==> src/include/bk_defs.svh <==
// BK0011M peripheral constants

`ifndef BK_DEFS_SVH
`define BK_DEFS_SVH

// Bus word width
`define BK_WORD_W       16

// Peripheral register addresses
`define BK_SYSREG_ADDR  16'o177716
`define BK_PORT_ADDR    16'o177714

// CPU enable period in clk_sys cycles, halved in turbo mode
`define BK_CPU_DIV      24

// High byte of the start address seen in the system register
`define BK_START_ADDR   8'o200

// Interrupt vectors
`define BK_IVEC_KBD     16'o000060
`define BK_IVEC_AUX     16'o000274

// Speaker DAC input width
`define BK_DAC_W        10

// Mouse motion needed to latch a direction
`define BK_MOUSE_THRESH 3

`endif

==> src/hdl/bk_pkg.sv <==
// BK0011M peripheral types
`default_nettype none

`include "bk_defs.svh"

package bk_pkg;

	typedef logic [`BK_WORD_W-1:0] bus_word_t;

	// Device picked by the address decoder
	typedef enum logic [1:0] {
		DEV_NONE   = 2'd0,
		DEV_SYSREG = 2'd1,
		DEV_PORT   = 2'd2,
		DEV_IVEC   = 2'd3
	} dev_sel_e;

	// Mouse word as seen on the parallel port, bit 0 first at the bottom
	typedef struct packed {
		logic rbtn;
		logic lbtn;
		logic rsvd;
		logic left;
		logic down;
		logic right;
		logic up;
	} mouse_state_t;

endpackage

`default_nettype wire

==> src/hdl/periph_bus_if.sv <==
// Internal peripheral bus
`default_nettype none

interface periph_bus_if;

	bk_pkg::dev_sel_e  sel;
	logic              stb;
	logic              we;
	logic [1:0]        wtbt;
	bk_pkg::bus_word_t wdata;
	bk_pkg::bus_word_t rdata_sys;
	bk_pkg::bus_word_t rdata_port;
	bk_pkg::bus_word_t rdata_ivec;
	logic              ack_ivec;

	modport host (
		output sel, stb, we, wtbt, wdata,
		input  rdata_sys, rdata_port, rdata_ivec, ack_ivec
	);

	modport sys_dev (
		input  sel, stb, we, wtbt, wdata,
		output rdata_sys
	);

	modport port_dev (
		input  sel, stb, we, wtbt, wdata,
		output rdata_port
	);

	// Vector reads carry no address or data
	modport ivec_dev (
		input  sel, stb,
		output rdata_ivec, ack_ivec
	);

endinterface

`default_nettype wire

==> src/hdl/bk_bus_ctrl.sv <==
// CPU bus glue and clock enable
`default_nettype none

`include "bk_defs.svh"

module bk_bus_ctrl (
	input  wire                   clk_sys,
	input  wire                   rst_i,
	input  wire                   turbo_i,
	input  wire bk_pkg::bus_word_t bus_addr_i,
	input  wire                   bus_stb_i,
	input  wire                   bus_we_i,
	input  wire [1:0]             bus_wtbt_i,
	input  wire                   bus_iack_i,
	input  wire bk_pkg::bus_word_t bus_din_i,
	output bk_pkg::bus_word_t     bus_dout_o,
	output logic                  bus_ack_o,
	output logic                  ce_cpu_o,
	periph_bus_if.host            pbus
);

	localparam logic [4:0] LAST_NORM  = 5'(`BK_CPU_DIV - 1);
	localparam logic [4:0] LAST_TURBO = 5'(`BK_CPU_DIV / 2 - 1);

	logic [4:0]        div_cnt;
	logic [4:0]        div_last;
	logic              turbo_q;
	logic              ce_q;
	bk_pkg::dev_sel_e  sel_d;
	logic              reply_d;
	bk_pkg::bus_word_t rd_or;
	logic              ack_q;
	bk_pkg::bus_word_t dout_q;

	////////////////////////////////////////////////////////////
	// Clock enable

	assign div_last = turbo_q ? LAST_TURBO : LAST_NORM;

	always_ff @(posedge clk_sys) begin
		if (rst_i) begin
			div_cnt <= '0;
			turbo_q <= 1'b0;
			ce_q    <= 1'b0;
		end else begin
			ce_q <= (div_cnt == '0);
			if (div_cnt == div_last) begin
				div_cnt <= '0;
				// Rate switch only between bus cycles
				if (!bus_stb_i)
					turbo_q <= turbo_i;
			end else begin
				div_cnt <= div_cnt + 5'd1;
			end
		end
	end

	assign ce_cpu_o = ce_q;

	////////////////////////////////////////////////////////////
	// Decode and reply

	always_comb begin
		if (bus_iack_i)
			sel_d = bus_we_i ? bk_pkg::DEV_NONE : bk_pkg::DEV_IVEC;
		else if (bus_addr_i == `BK_SYSREG_ADDR)
			sel_d = bk_pkg::DEV_SYSREG;
		else if (bus_addr_i == `BK_PORT_ADDR)
			sel_d = bk_pkg::DEV_PORT;
		else
			sel_d = bk_pkg::DEV_NONE;
	end

	assign pbus.sel   = sel_d;
	assign pbus.stb   = bus_stb_i;
	assign pbus.we    = bus_we_i;
	assign pbus.wtbt  = bus_wtbt_i;
	assign pbus.wdata = bus_din_i;

	// Registers answer at once, the vector unit when it has latched
	always_comb begin
		case (sel_d)
			bk_pkg::DEV_SYSREG, bk_pkg::DEV_PORT: reply_d = bus_stb_i;
			bk_pkg::DEV_IVEC:                     reply_d = bus_stb_i & pbus.ack_ivec;
			default:                              reply_d = 1'b0;
		endcase
	end

	assign rd_or = pbus.rdata_sys | pbus.rdata_port | pbus.rdata_ivec;

	always_ff @(posedge clk_sys) begin
		if (rst_i)
			ack_q <= 1'b0;
		else if (ce_q)
			ack_q <= reply_d;
	end

	// Read data held for the whole reply
	always_ff @(posedge clk_sys) begin
		if (ce_q && reply_d && !ack_q)
			dout_q <= rd_or;
	end

	assign bus_ack_o  = ack_q;
	assign bus_dout_o = dout_q;

	a_one_reader: assert property (@(posedge clk_sys) disable iff (rst_i)
		$onehot0({|pbus.rdata_sys, |pbus.rdata_port, |pbus.rdata_ivec}));

endmodule

`default_nettype wire

==> src/hdl/bk_periph_top.sv <==
// BK0011M peripheral top level
`default_nettype none

module bk_periph_top (
	input  wire                    clk_sys,
	input  wire                    rst_i,
	input  wire                    turbo_i,
	input  wire bk_pkg::bus_word_t bus_addr_i,
	input  wire                    bus_stb_i,
	input  wire                    bus_we_i,
	input  wire [1:0]              bus_wtbt_i,
	input  wire                    bus_iack_i,
	input  wire bk_pkg::bus_word_t bus_din_i,
	output bk_pkg::bus_word_t      bus_dout_o,
	output logic                   bus_ack_o,
	output logic                   ce_cpu_o,
	input  wire                    key_down_i,
	input  wire                    key_stop_i,
	output logic                   cpu_irq1_o,
	input  wire [7:0]              joy0_i,
	input  wire [7:0]              joy1_i,
	input  wire [8:0]              mouse_dx_i,
	input  wire [8:0]              mouse_dy_i,
	input  wire                    mouse_upd_i,
	input  wire                    mouse_lbtn_i,
	input  wire                    mouse_rbtn_i,
	input  wire [1:0]              irq_req_i,
	output logic                   cpu_virq_o,
	output logic                   audio_o
);

	logic [2:0] spk;

	periph_bus_if pbus ();

	bk_bus_ctrl u_bus (
		.clk_sys, .rst_i, .turbo_i,
		.bus_addr_i, .bus_stb_i, .bus_we_i, .bus_wtbt_i, .bus_iack_i,
		.bus_din_i, .bus_dout_o, .bus_ack_o, .ce_cpu_o,
		.pbus(pbus.host)
	);

	sysreg_ctrl u_sysreg (
		.clk_sys, .rst_i, .pbus(pbus.sys_dev),
		.key_down_i, .key_stop_i, .cpu_irq1_o, .spk_o(spk)
	);

	joy_mouse_port u_port (
		.clk_sys, .rst_i, .pbus(pbus.port_dev),
		.joy0_i, .joy1_i, .mouse_dx_i, .mouse_dy_i,
		.mouse_upd_i, .mouse_lbtn_i, .mouse_rbtn_i
	);

	// Request 0 is vector 060, request 1 is vector 274
	vector_irq_ctrl #(.N_VEC(2)) u_ivec (
		.clk_sys, .rst_i, .pbus(pbus.ivec_dev), .irq_req_i, .cpu_virq_o
	);

	speaker_dac u_dac (
		.clk_sys, .rst_i, .spk_i(spk), .audio_o
	);

endmodule

`default_nettype wire

==> src/hdl/joy_mouse_port.sv <==
// Joystick and mouse parallel port
`default_nettype none

`include "bk_defs.svh"

module joy_mouse_port (
	input  wire            clk_sys,
	input  wire            rst_i,
	periph_bus_if.port_dev pbus,
	input  wire [7:0]      joy0_i,
	input  wire [7:0]      joy1_i,
	input  wire [8:0]      mouse_dx_i,
	input  wire [8:0]      mouse_dy_i,
	input  wire            mouse_upd_i,
	input  wire            mouse_lbtn_i,
	input  wire            mouse_rbtn_i
);

	localparam logic signed [8:0] THR = 9'(`BK_MOUSE_THRESH);

	logic                 wr;
	logic                 wr_q;
	logic                 mouse_mode;
	logic                 mouse_en;
	logic [7:0]           joy;
	logic signed [8:0]    dx_s;
	logic signed [8:0]    dy_s;
	bk_pkg::mouse_state_t ms_q;

	assign joy  = joy0_i | joy1_i;
	assign dx_s = mouse_dx_i;
	assign dy_s = mouse_dy_i;
	assign wr   = pbus.stb && pbus.we && pbus.wtbt[0] && (pbus.sel == bk_pkg::DEV_PORT);

	// Last active device wins
	always_ff @(posedge clk_sys) begin
		if (rst_i) begin
			mouse_mode <= 1'b0;
		end else begin
			if (|joy)
				mouse_mode <= 1'b0;
			if (mouse_upd_i)
				mouse_mode <= 1'b1;
		end
	end

	always_ff @(posedge clk_sys) begin
		if (rst_i) begin
			wr_q     <= 1'b0;
			mouse_en <= 1'b0;
			ms_q     <= '0;
		end else begin
			wr_q      <= wr;
			ms_q.lbtn <= mouse_lbtn_i;
			ms_q.rbtn <= mouse_rbtn_i;
			if (wr && !wr_q) begin
				mouse_en <= pbus.wdata[3];
				if (!pbus.wdata[3])
					{ms_q.left, ms_q.down, ms_q.right, ms_q.up} <= 4'b0000;
			end else if (mouse_en && mouse_upd_i) begin
				// A direction sticks until software clears it
				if (!ms_q.up && !ms_q.down) begin
					if (dy_s > THR)  ms_q.up   <= 1'b1;
					if (dy_s < -THR) ms_q.down <= 1'b1;
				end
				if (!ms_q.right && !ms_q.left) begin
					if (dx_s > THR)  ms_q.right <= 1'b1;
					if (dx_s < -THR) ms_q.left  <= 1'b1;
				end
			end
		end
	end

	assign pbus.rdata_port = (pbus.sel != bk_pkg::DEV_PORT) ? '0 :
		mouse_mode ? {9'd0, ms_q} : {8'd0, joy};

	a_dir_excl: assert property (@(posedge clk_sys) disable iff (rst_i)
		!(ms_q.up && ms_q.down) && !(ms_q.left && ms_q.right));

endmodule

`default_nettype wire

==> src/hdl/speaker_dac.sv <==
// Speaker sigma-delta DAC
`default_nettype none

`include "bk_defs.svh"

module speaker_dac (
	input  wire       clk_sys,
	input  wire       rst_i,
	input  wire [2:0] spk_i,
	output logic      audio_o
);

	localparam int W = `BK_DAC_W;

	logic [W-1:0] level;
	logic [W-1:0] acc_q;
	logic [W:0]   sum;
	logic         out_q;

	// Speaker bits as the top of the DAC word
	assign level = {spk_i, {(W - 3){1'b0}}};

	////////////////////////////////////////////////////////////
	// First-order modulator, carry out is the pulse stream

	assign sum = {1'b0, acc_q} + {1'b0, level};

	always_ff @(posedge clk_sys) begin
		if (rst_i) begin
			acc_q <= '0;
			out_q <= 1'b0;
		end else begin
			acc_q <= sum[W-1:0];
			out_q <= sum[W];
		end
	end

	assign audio_o = out_q;

endmodule

`default_nettype wire

==> src/hdl/sysreg_ctrl.sv <==
// System register at 177716
`default_nettype none

`include "bk_defs.svh"

module sysreg_ctrl (
	input  wire           clk_sys,
	input  wire           rst_i,
	periph_bus_if.sys_dev pbus,
	input  wire           key_down_i,
	input  wire           key_stop_i,
	output logic          cpu_irq1_o,
	output logic [2:0]    spk_o
);

	logic acc;
	logic acc_q;
	logic acc_rise;
	logic super_flg;
	logic stop_block;
	logic [2:0] spk_q;

	assign acc      = pbus.stb && (pbus.sel == bk_pkg::DEV_SYSREG);
	assign acc_rise = acc && !acc_q;

	always_ff @(posedge clk_sys) begin
		if (rst_i) begin
			acc_q      <= 1'b0;
			super_flg  <= 1'b0;
			stop_block <= 1'b0;
			spk_q      <= 3'b000;
		end else begin
			acc_q <= acc;
			if (acc_rise) begin
				super_flg <= pbus.we;
				if (pbus.we) begin
					// Bit 11 set in the high byte marks a STOP-block-free write
					if (pbus.wtbt[1] && !pbus.wdata[11])
						stop_block <= pbus.wdata[12];
					if (pbus.wtbt[0] && !(pbus.wtbt[1] && pbus.wdata[11]))
						spk_q <= {pbus.wdata[6], pbus.wdata[5], pbus.wdata[2]};
				end
			end
		end
	end

	// Start byte, fixed one, key state, supervisor flag
	assign pbus.rdata_sys = (pbus.sel == bk_pkg::DEV_SYSREG) ?
		{`BK_START_ADDR, 1'b1, ~key_down_i, 3'b000, super_flg, 2'b00} : '0;

	assign cpu_irq1_o = key_stop_i && !stop_block;
	assign spk_o      = spk_q;

endmodule

`default_nettype wire

==> src/hdl/vector_irq_ctrl.sv <==
// Vectored interrupt controller
`default_nettype none

`include "bk_defs.svh"

module vector_irq_ctrl #(
	parameter int N_VEC = 2
) (
	input  wire             clk_sys,
	input  wire             rst_i,
	periph_bus_if.ivec_dev  pbus,
	input  wire [N_VEC-1:0] irq_req_i,
	output logic            cpu_virq_o
);

	localparam int IDX_W = (N_VEC > 1) ? $clog2(N_VEC) : 1;

	logic [N_VEC-1:0]  pend_q;
	logic [N_VEC-1:0]  clr_mask;
	logic [IDX_W-1:0]  hit_idx;
	logic              hit;
	logic              acc;
	logic              acc_q;
	logic              acc_rise;
	logic              ack_q;
	logic              virq_q;
	bk_pkg::bus_word_t vec_q;

	// Vector table, lowest index has priority
	function automatic bk_pkg::bus_word_t vec_of(input logic [IDX_W-1:0] idx);
		case (idx)
			IDX_W'(0): return `BK_IVEC_KBD;
			IDX_W'(1): return `BK_IVEC_AUX;
			default:   return '0;
		endcase
	endfunction

	always_comb begin
		hit     = 1'b0;
		hit_idx = '0;
		for (int i = N_VEC - 1; i >= 0; i--) begin
			if (pend_q[i]) begin
				hit     = 1'b1;
				hit_idx = IDX_W'(i);
			end
		end
	end

	assign acc      = pbus.stb && (pbus.sel == bk_pkg::DEV_IVEC);
	assign acc_rise = acc && !acc_q;
	assign clr_mask = (acc_rise && hit) ? (N_VEC'(1) << hit_idx) : '0;

	always_ff @(posedge clk_sys) begin
		if (rst_i) begin
			pend_q <= '0;
			acc_q  <= 1'b0;
			ack_q  <= 1'b0;
			virq_q <= 1'b0;
		end else begin
			acc_q  <= acc;
			virq_q <= |pend_q;
			// A new request wins over the clear in the same cycle
			pend_q <= (pend_q & ~clr_mask) | irq_req_i;
			if (acc_rise)
				ack_q <= 1'b1;
			else if (!acc)
				ack_q <= 1'b0;
		end
	end

	always_ff @(posedge clk_sys) begin
		if (acc_rise)
			vec_q <= hit ? vec_of(hit_idx) : '0;
	end

	assign pbus.rdata_ivec = (pbus.sel == bk_pkg::DEV_IVEC) ? vec_q : '0;
	assign pbus.ack_ivec   = ack_q;
	assign cpu_virq_o      = virq_q;

endmodule

`default_nettype wire

==> config.mk <==
export PLATFORM = sky130hd
export DESIGN_NAME = bk_periph_top
export DESIGN_NICKNAME = d
export VERILOG_FILES = /design/src/hdl/bk_pkg.sv /design/src/hdl/periph_bus_if.sv /design/src/hdl/bk_bus_ctrl.sv /design/src/hdl/bk_periph_top.sv /design/src/hdl/joy_mouse_port.sv /design/src/hdl/speaker_dac.sv /design/src/hdl/sysreg_ctrl.sv /design/src/hdl/vector_irq_ctrl.sv
export VERILOG_INCLUDE_DIRS = /design/src /design/src/include
export SDC_FILE = /design/constraint.sdc
export NUM_CORES = 1
export LEC_CHECK = 0
export ABC_AREA = 1
export CORE_MARGIN = 4
export CORE_UTILIZATION = 60
export DETAILED_ROUTE_END_ITERATION = 10
export DONT_BUFFER_PORTS = 1
export HOLD_SLACK_MARGIN = 0.02
export PLACE_DENSITY = 0.83
export SYNTH_ARGS = -nofsm -noshare
export SYNTH_HDL_FRONTEND = slang
export SYNTH_SLANG_ARGS = --single-unit
==> constraint.sdc <==
create_clock -name clk_sys -period 2.3 [get_ports clk_sys]
set_input_delay 0.23 -clock clk_sys [delete_from_list [all_inputs] [get_ports clk_sys]]
set_output_delay 0.23 -clock clk_sys [all_outputs]
set_load 0.005 [all_outputs]
==> out/results.txt <==
Post-synth EDFFs: 11
RSZ-0062 raised after global routing: false
clock sink count: 43
vias in the first global route: 1650
Congestion Overflow GR: 0
initial core utilization: 0.633
count leader, synth: nor2_1
Die H: 68.0 um
CTS tree: yes
highest clock rate: 0.600 GHz
Slew HR: 0.510
Total GRT Usage: 0.197
Avg WL per Cell: 13.0 um
R2R Setup Slk: 0.93 ns
site row count: 21
maxcap violations: 0
mean area per synthesized cell: 7.75 um^2
Largest stage delay, worst path: 1.01 ns
synthesized flop and latch total: 43
fillers: 296
routed wire length: 4370 um
dominant cells by area after synthesis: dfxtp_1, edfxtp_1, nor2_1
# nets final: 378
DR pass1 iterations: 5
FF-to-FF path depth: 3
fin crit share: 0.725
Setup Buffers After CTS: 0
gp weighted congestion: 0.838
outcome: completed
first-pass GRT wire length: 6770 um
met3 WL: 435 um
Tmin final: 1.67 ns
CTS resizes: 0
overall power: 1.28 mW
Max VDD drop: 0.545 mV
H-tree depth: 2
crit path DAT: 1.93 ns
via count: 1799
metal1 wirelength: 1660 um
die width: 68.0 um
io pins: 102
Max FO, Critical Path: 20
Slew @ Worst Pin: 0.732 ns
Yosys top cell by area: dfxtp_1
Top Layer Used: met4
Core Footprint: 3420 um^2
gate count after technology mapping: 279
Worst Hold Path EP: u_sysreg.acc_q
Yosys warnings: 0
hold_buf cts: 6
Synth top area share: 0.296
initial antenna violation count: 0
pwr dens: 555 nW/um^2
hold wc startpoint: bus_stb_i
worst-skew pair later-pin latency: 0.36 ns
CP Launch Type: input pin
most frequent cells after synthesis: nor2_1, inv_1, nand2_1
ANT cells: 0
Final Hold Violating Endpoints: 0
setup TNS: 0 ns
R2R Path End: u_port.mouse_mode
hpwl dp: 3470 um
FFs w/ async S/R, synth: 0
CP Buf/Inv Count: 2
DR vias/cell: 5.35
Hold WC Path Type: input pin to register
port bufs: 0
Clock Skew: 0.0145 ns
maximum buffer depth of the clock tree: 2
met2 WL: 2250 um
main flop type after synthesis: dfxtp_1
most used cell, CP: dlygate4sd3_1
Initial DRC Count: 101
Crit path required time: 2.56 ns
CP Capture Type: register
Netlist Area Pre-Place: 2160 um^2
CP cell instances: dlygate4sd3_1 > a21oi_1 > dlygate4sd3_1
area delta synth->final: 6.36%
Die ar.: 4630 um^2
Static Leak: 0.962 nW
RR Startpoint: u_port.mouse_mode
clock root buffer master: clkbuf_4
# DRC: 0
Seq/Total Area, Yosys: 0.449
largest net degree at the start of global routing: 21
Min-Delay Path Depth: 2
Slew Limit Fails: 0
Setup violations, final: 0
WS Path Type: input pin to register
CP max stage cell: dlygate4sd3_1
share of cells above drive strength 1: 0.0931
library cells used by synthesis: 36
Worst-path clk slew: 0.13 ns
delay-heaviest family, CP: buffers and inverters
Final ANT Viol Nets: 0
total CTS buffers: 5
stage by stage:
| stage | utilization | std cells | hold WS (ns) | setup slack (ns) | instance area, um^2 |
|---|---|---|---|---|---|
| 6_report | 0.674 | 336 | 0.0284 | 0.632 | 2300 |
| 5_1_grt | 0.674 | 336 | 0.0291 | 0.532 | 2300 |
| 4_1_cts | 0.674 | 336 | 0.0291 | 0.665 | 2300 |
| 3_5_place_dp | 0.640 | 322 | 0.304 | 0.395 | 2190 |
| 3_3_place_gp | 0.640 | 322 | 0.301 | 0.448 | 2190 |
| 2_1_floorplan | - | 285 | 0.337 | 0.339 | 2190 |
power by group:
part / internal [mW] / switching, mW / total (mW)
sequential: 0.794 / 0.0131 / 0.807
combinational: 0.0437 / 0.0694 / 0.113
clock: 0.118 / 0.238 / 0.356
how the worst max path moves through the flow:
| stage | from | end | depth (start not counted) |
|---|---|---|---|
| 6_report | rst_i | u_port.mouse_mode | 3 |
| 5_1_grt | rst_i | u_port.mouse_mode | 3 |
| 4_1_cts | rst_i | u_port.mouse_mode | 3 |
| 3_5_place_dp | bus_addr_i[4] | u_bus.bus_dout_o[0] | 12 |
| 3_3_place_gp | bus_addr_i[4] | u_bus.bus_dout_o[7] | 12 |
| 2_1_floorplan | bus_addr_i[4] | u_bus.bus_dout_o[0] | 11 |
cells by family after synthesis:
logic type | synth area share
AOI/OAI and AO/OA | 0.100
xor gates and xnor gates | 0.0121
adders and majority gates | 0.0497
buffers and inverters | 0.108
DFF | 0.449
other | 0.00173
and+or+nand+nor | 0.280
worst register-to-register path, stage by stage (launching register included):
cell           delay, ns
dfxtp_1             0.46
nand4_1             0.13
a21oi_1             0.16
dlygate4sd3_1       0.57
layout make-up:
cell class,count,area [um^2],area share
multi-input cells,187,982,0.427
well taps,46,57.6,0.0250
clock buffers,6,41.3,0.0179
clock inverters,2,12.5,0.00544
repair buffers,7,67.6,0.0294
flip-flops and latches,43,971,0.422
inverters,45,169,0.0734
sequential cells by signal, indices dropped and copies added, names as in the netlist:
signal / count
u_bus.bus_ack_o: 1
u_bus.bus_dout_o: 9
u_bus.ce_cpu_o: 1
u_bus.div_cnt: 5
u_bus.turbo_q: 1
u_dac.acc_q: 3
u_dac.audio_o: 1
u_ivec.acc_q: 1
u_ivec.cpu_virq_o: 1
u_ivec.pbus.ack_ivec: 1
u_ivec.pend_q: 2
u_ivec.vec_q: 2
u_port.mouse_en: 1
u_port.mouse_mode: 1
u_port.ms_q: 6
u_port.wr_q: 1
u_sysreg.acc_q: 1
u_sysreg.spk_o: 3
u_sysreg.stop_block: 1
u_sysreg.super_flg: 1
per-layer routing:
layer,vias up,track usage
met1,813,0.206
met4,0,0.0546
met2,70,0.355
li1,912,-
met5,-,0
met3,4,0.0854
placed cells by master (no fill, tap or decap), drive strengths merged, types with 3 or more instances in the layout:
cell type    Yosys  routed
a21oi           20      20
xor2             3       3
edfxtp          11      11
o21ai           14      14
nor4             4       4
nand4            9       9
inv             45      45
or2              3       3
dfxtp           32      32
ha               7       7
nor2            52      52
dlygate4sd3      0       6
nand2           40      40
nand3           13      13
clkbuf           3       6
nor3             5       5
conb             1       7
No activity file was read; power rests on OpenSTA's default activity.
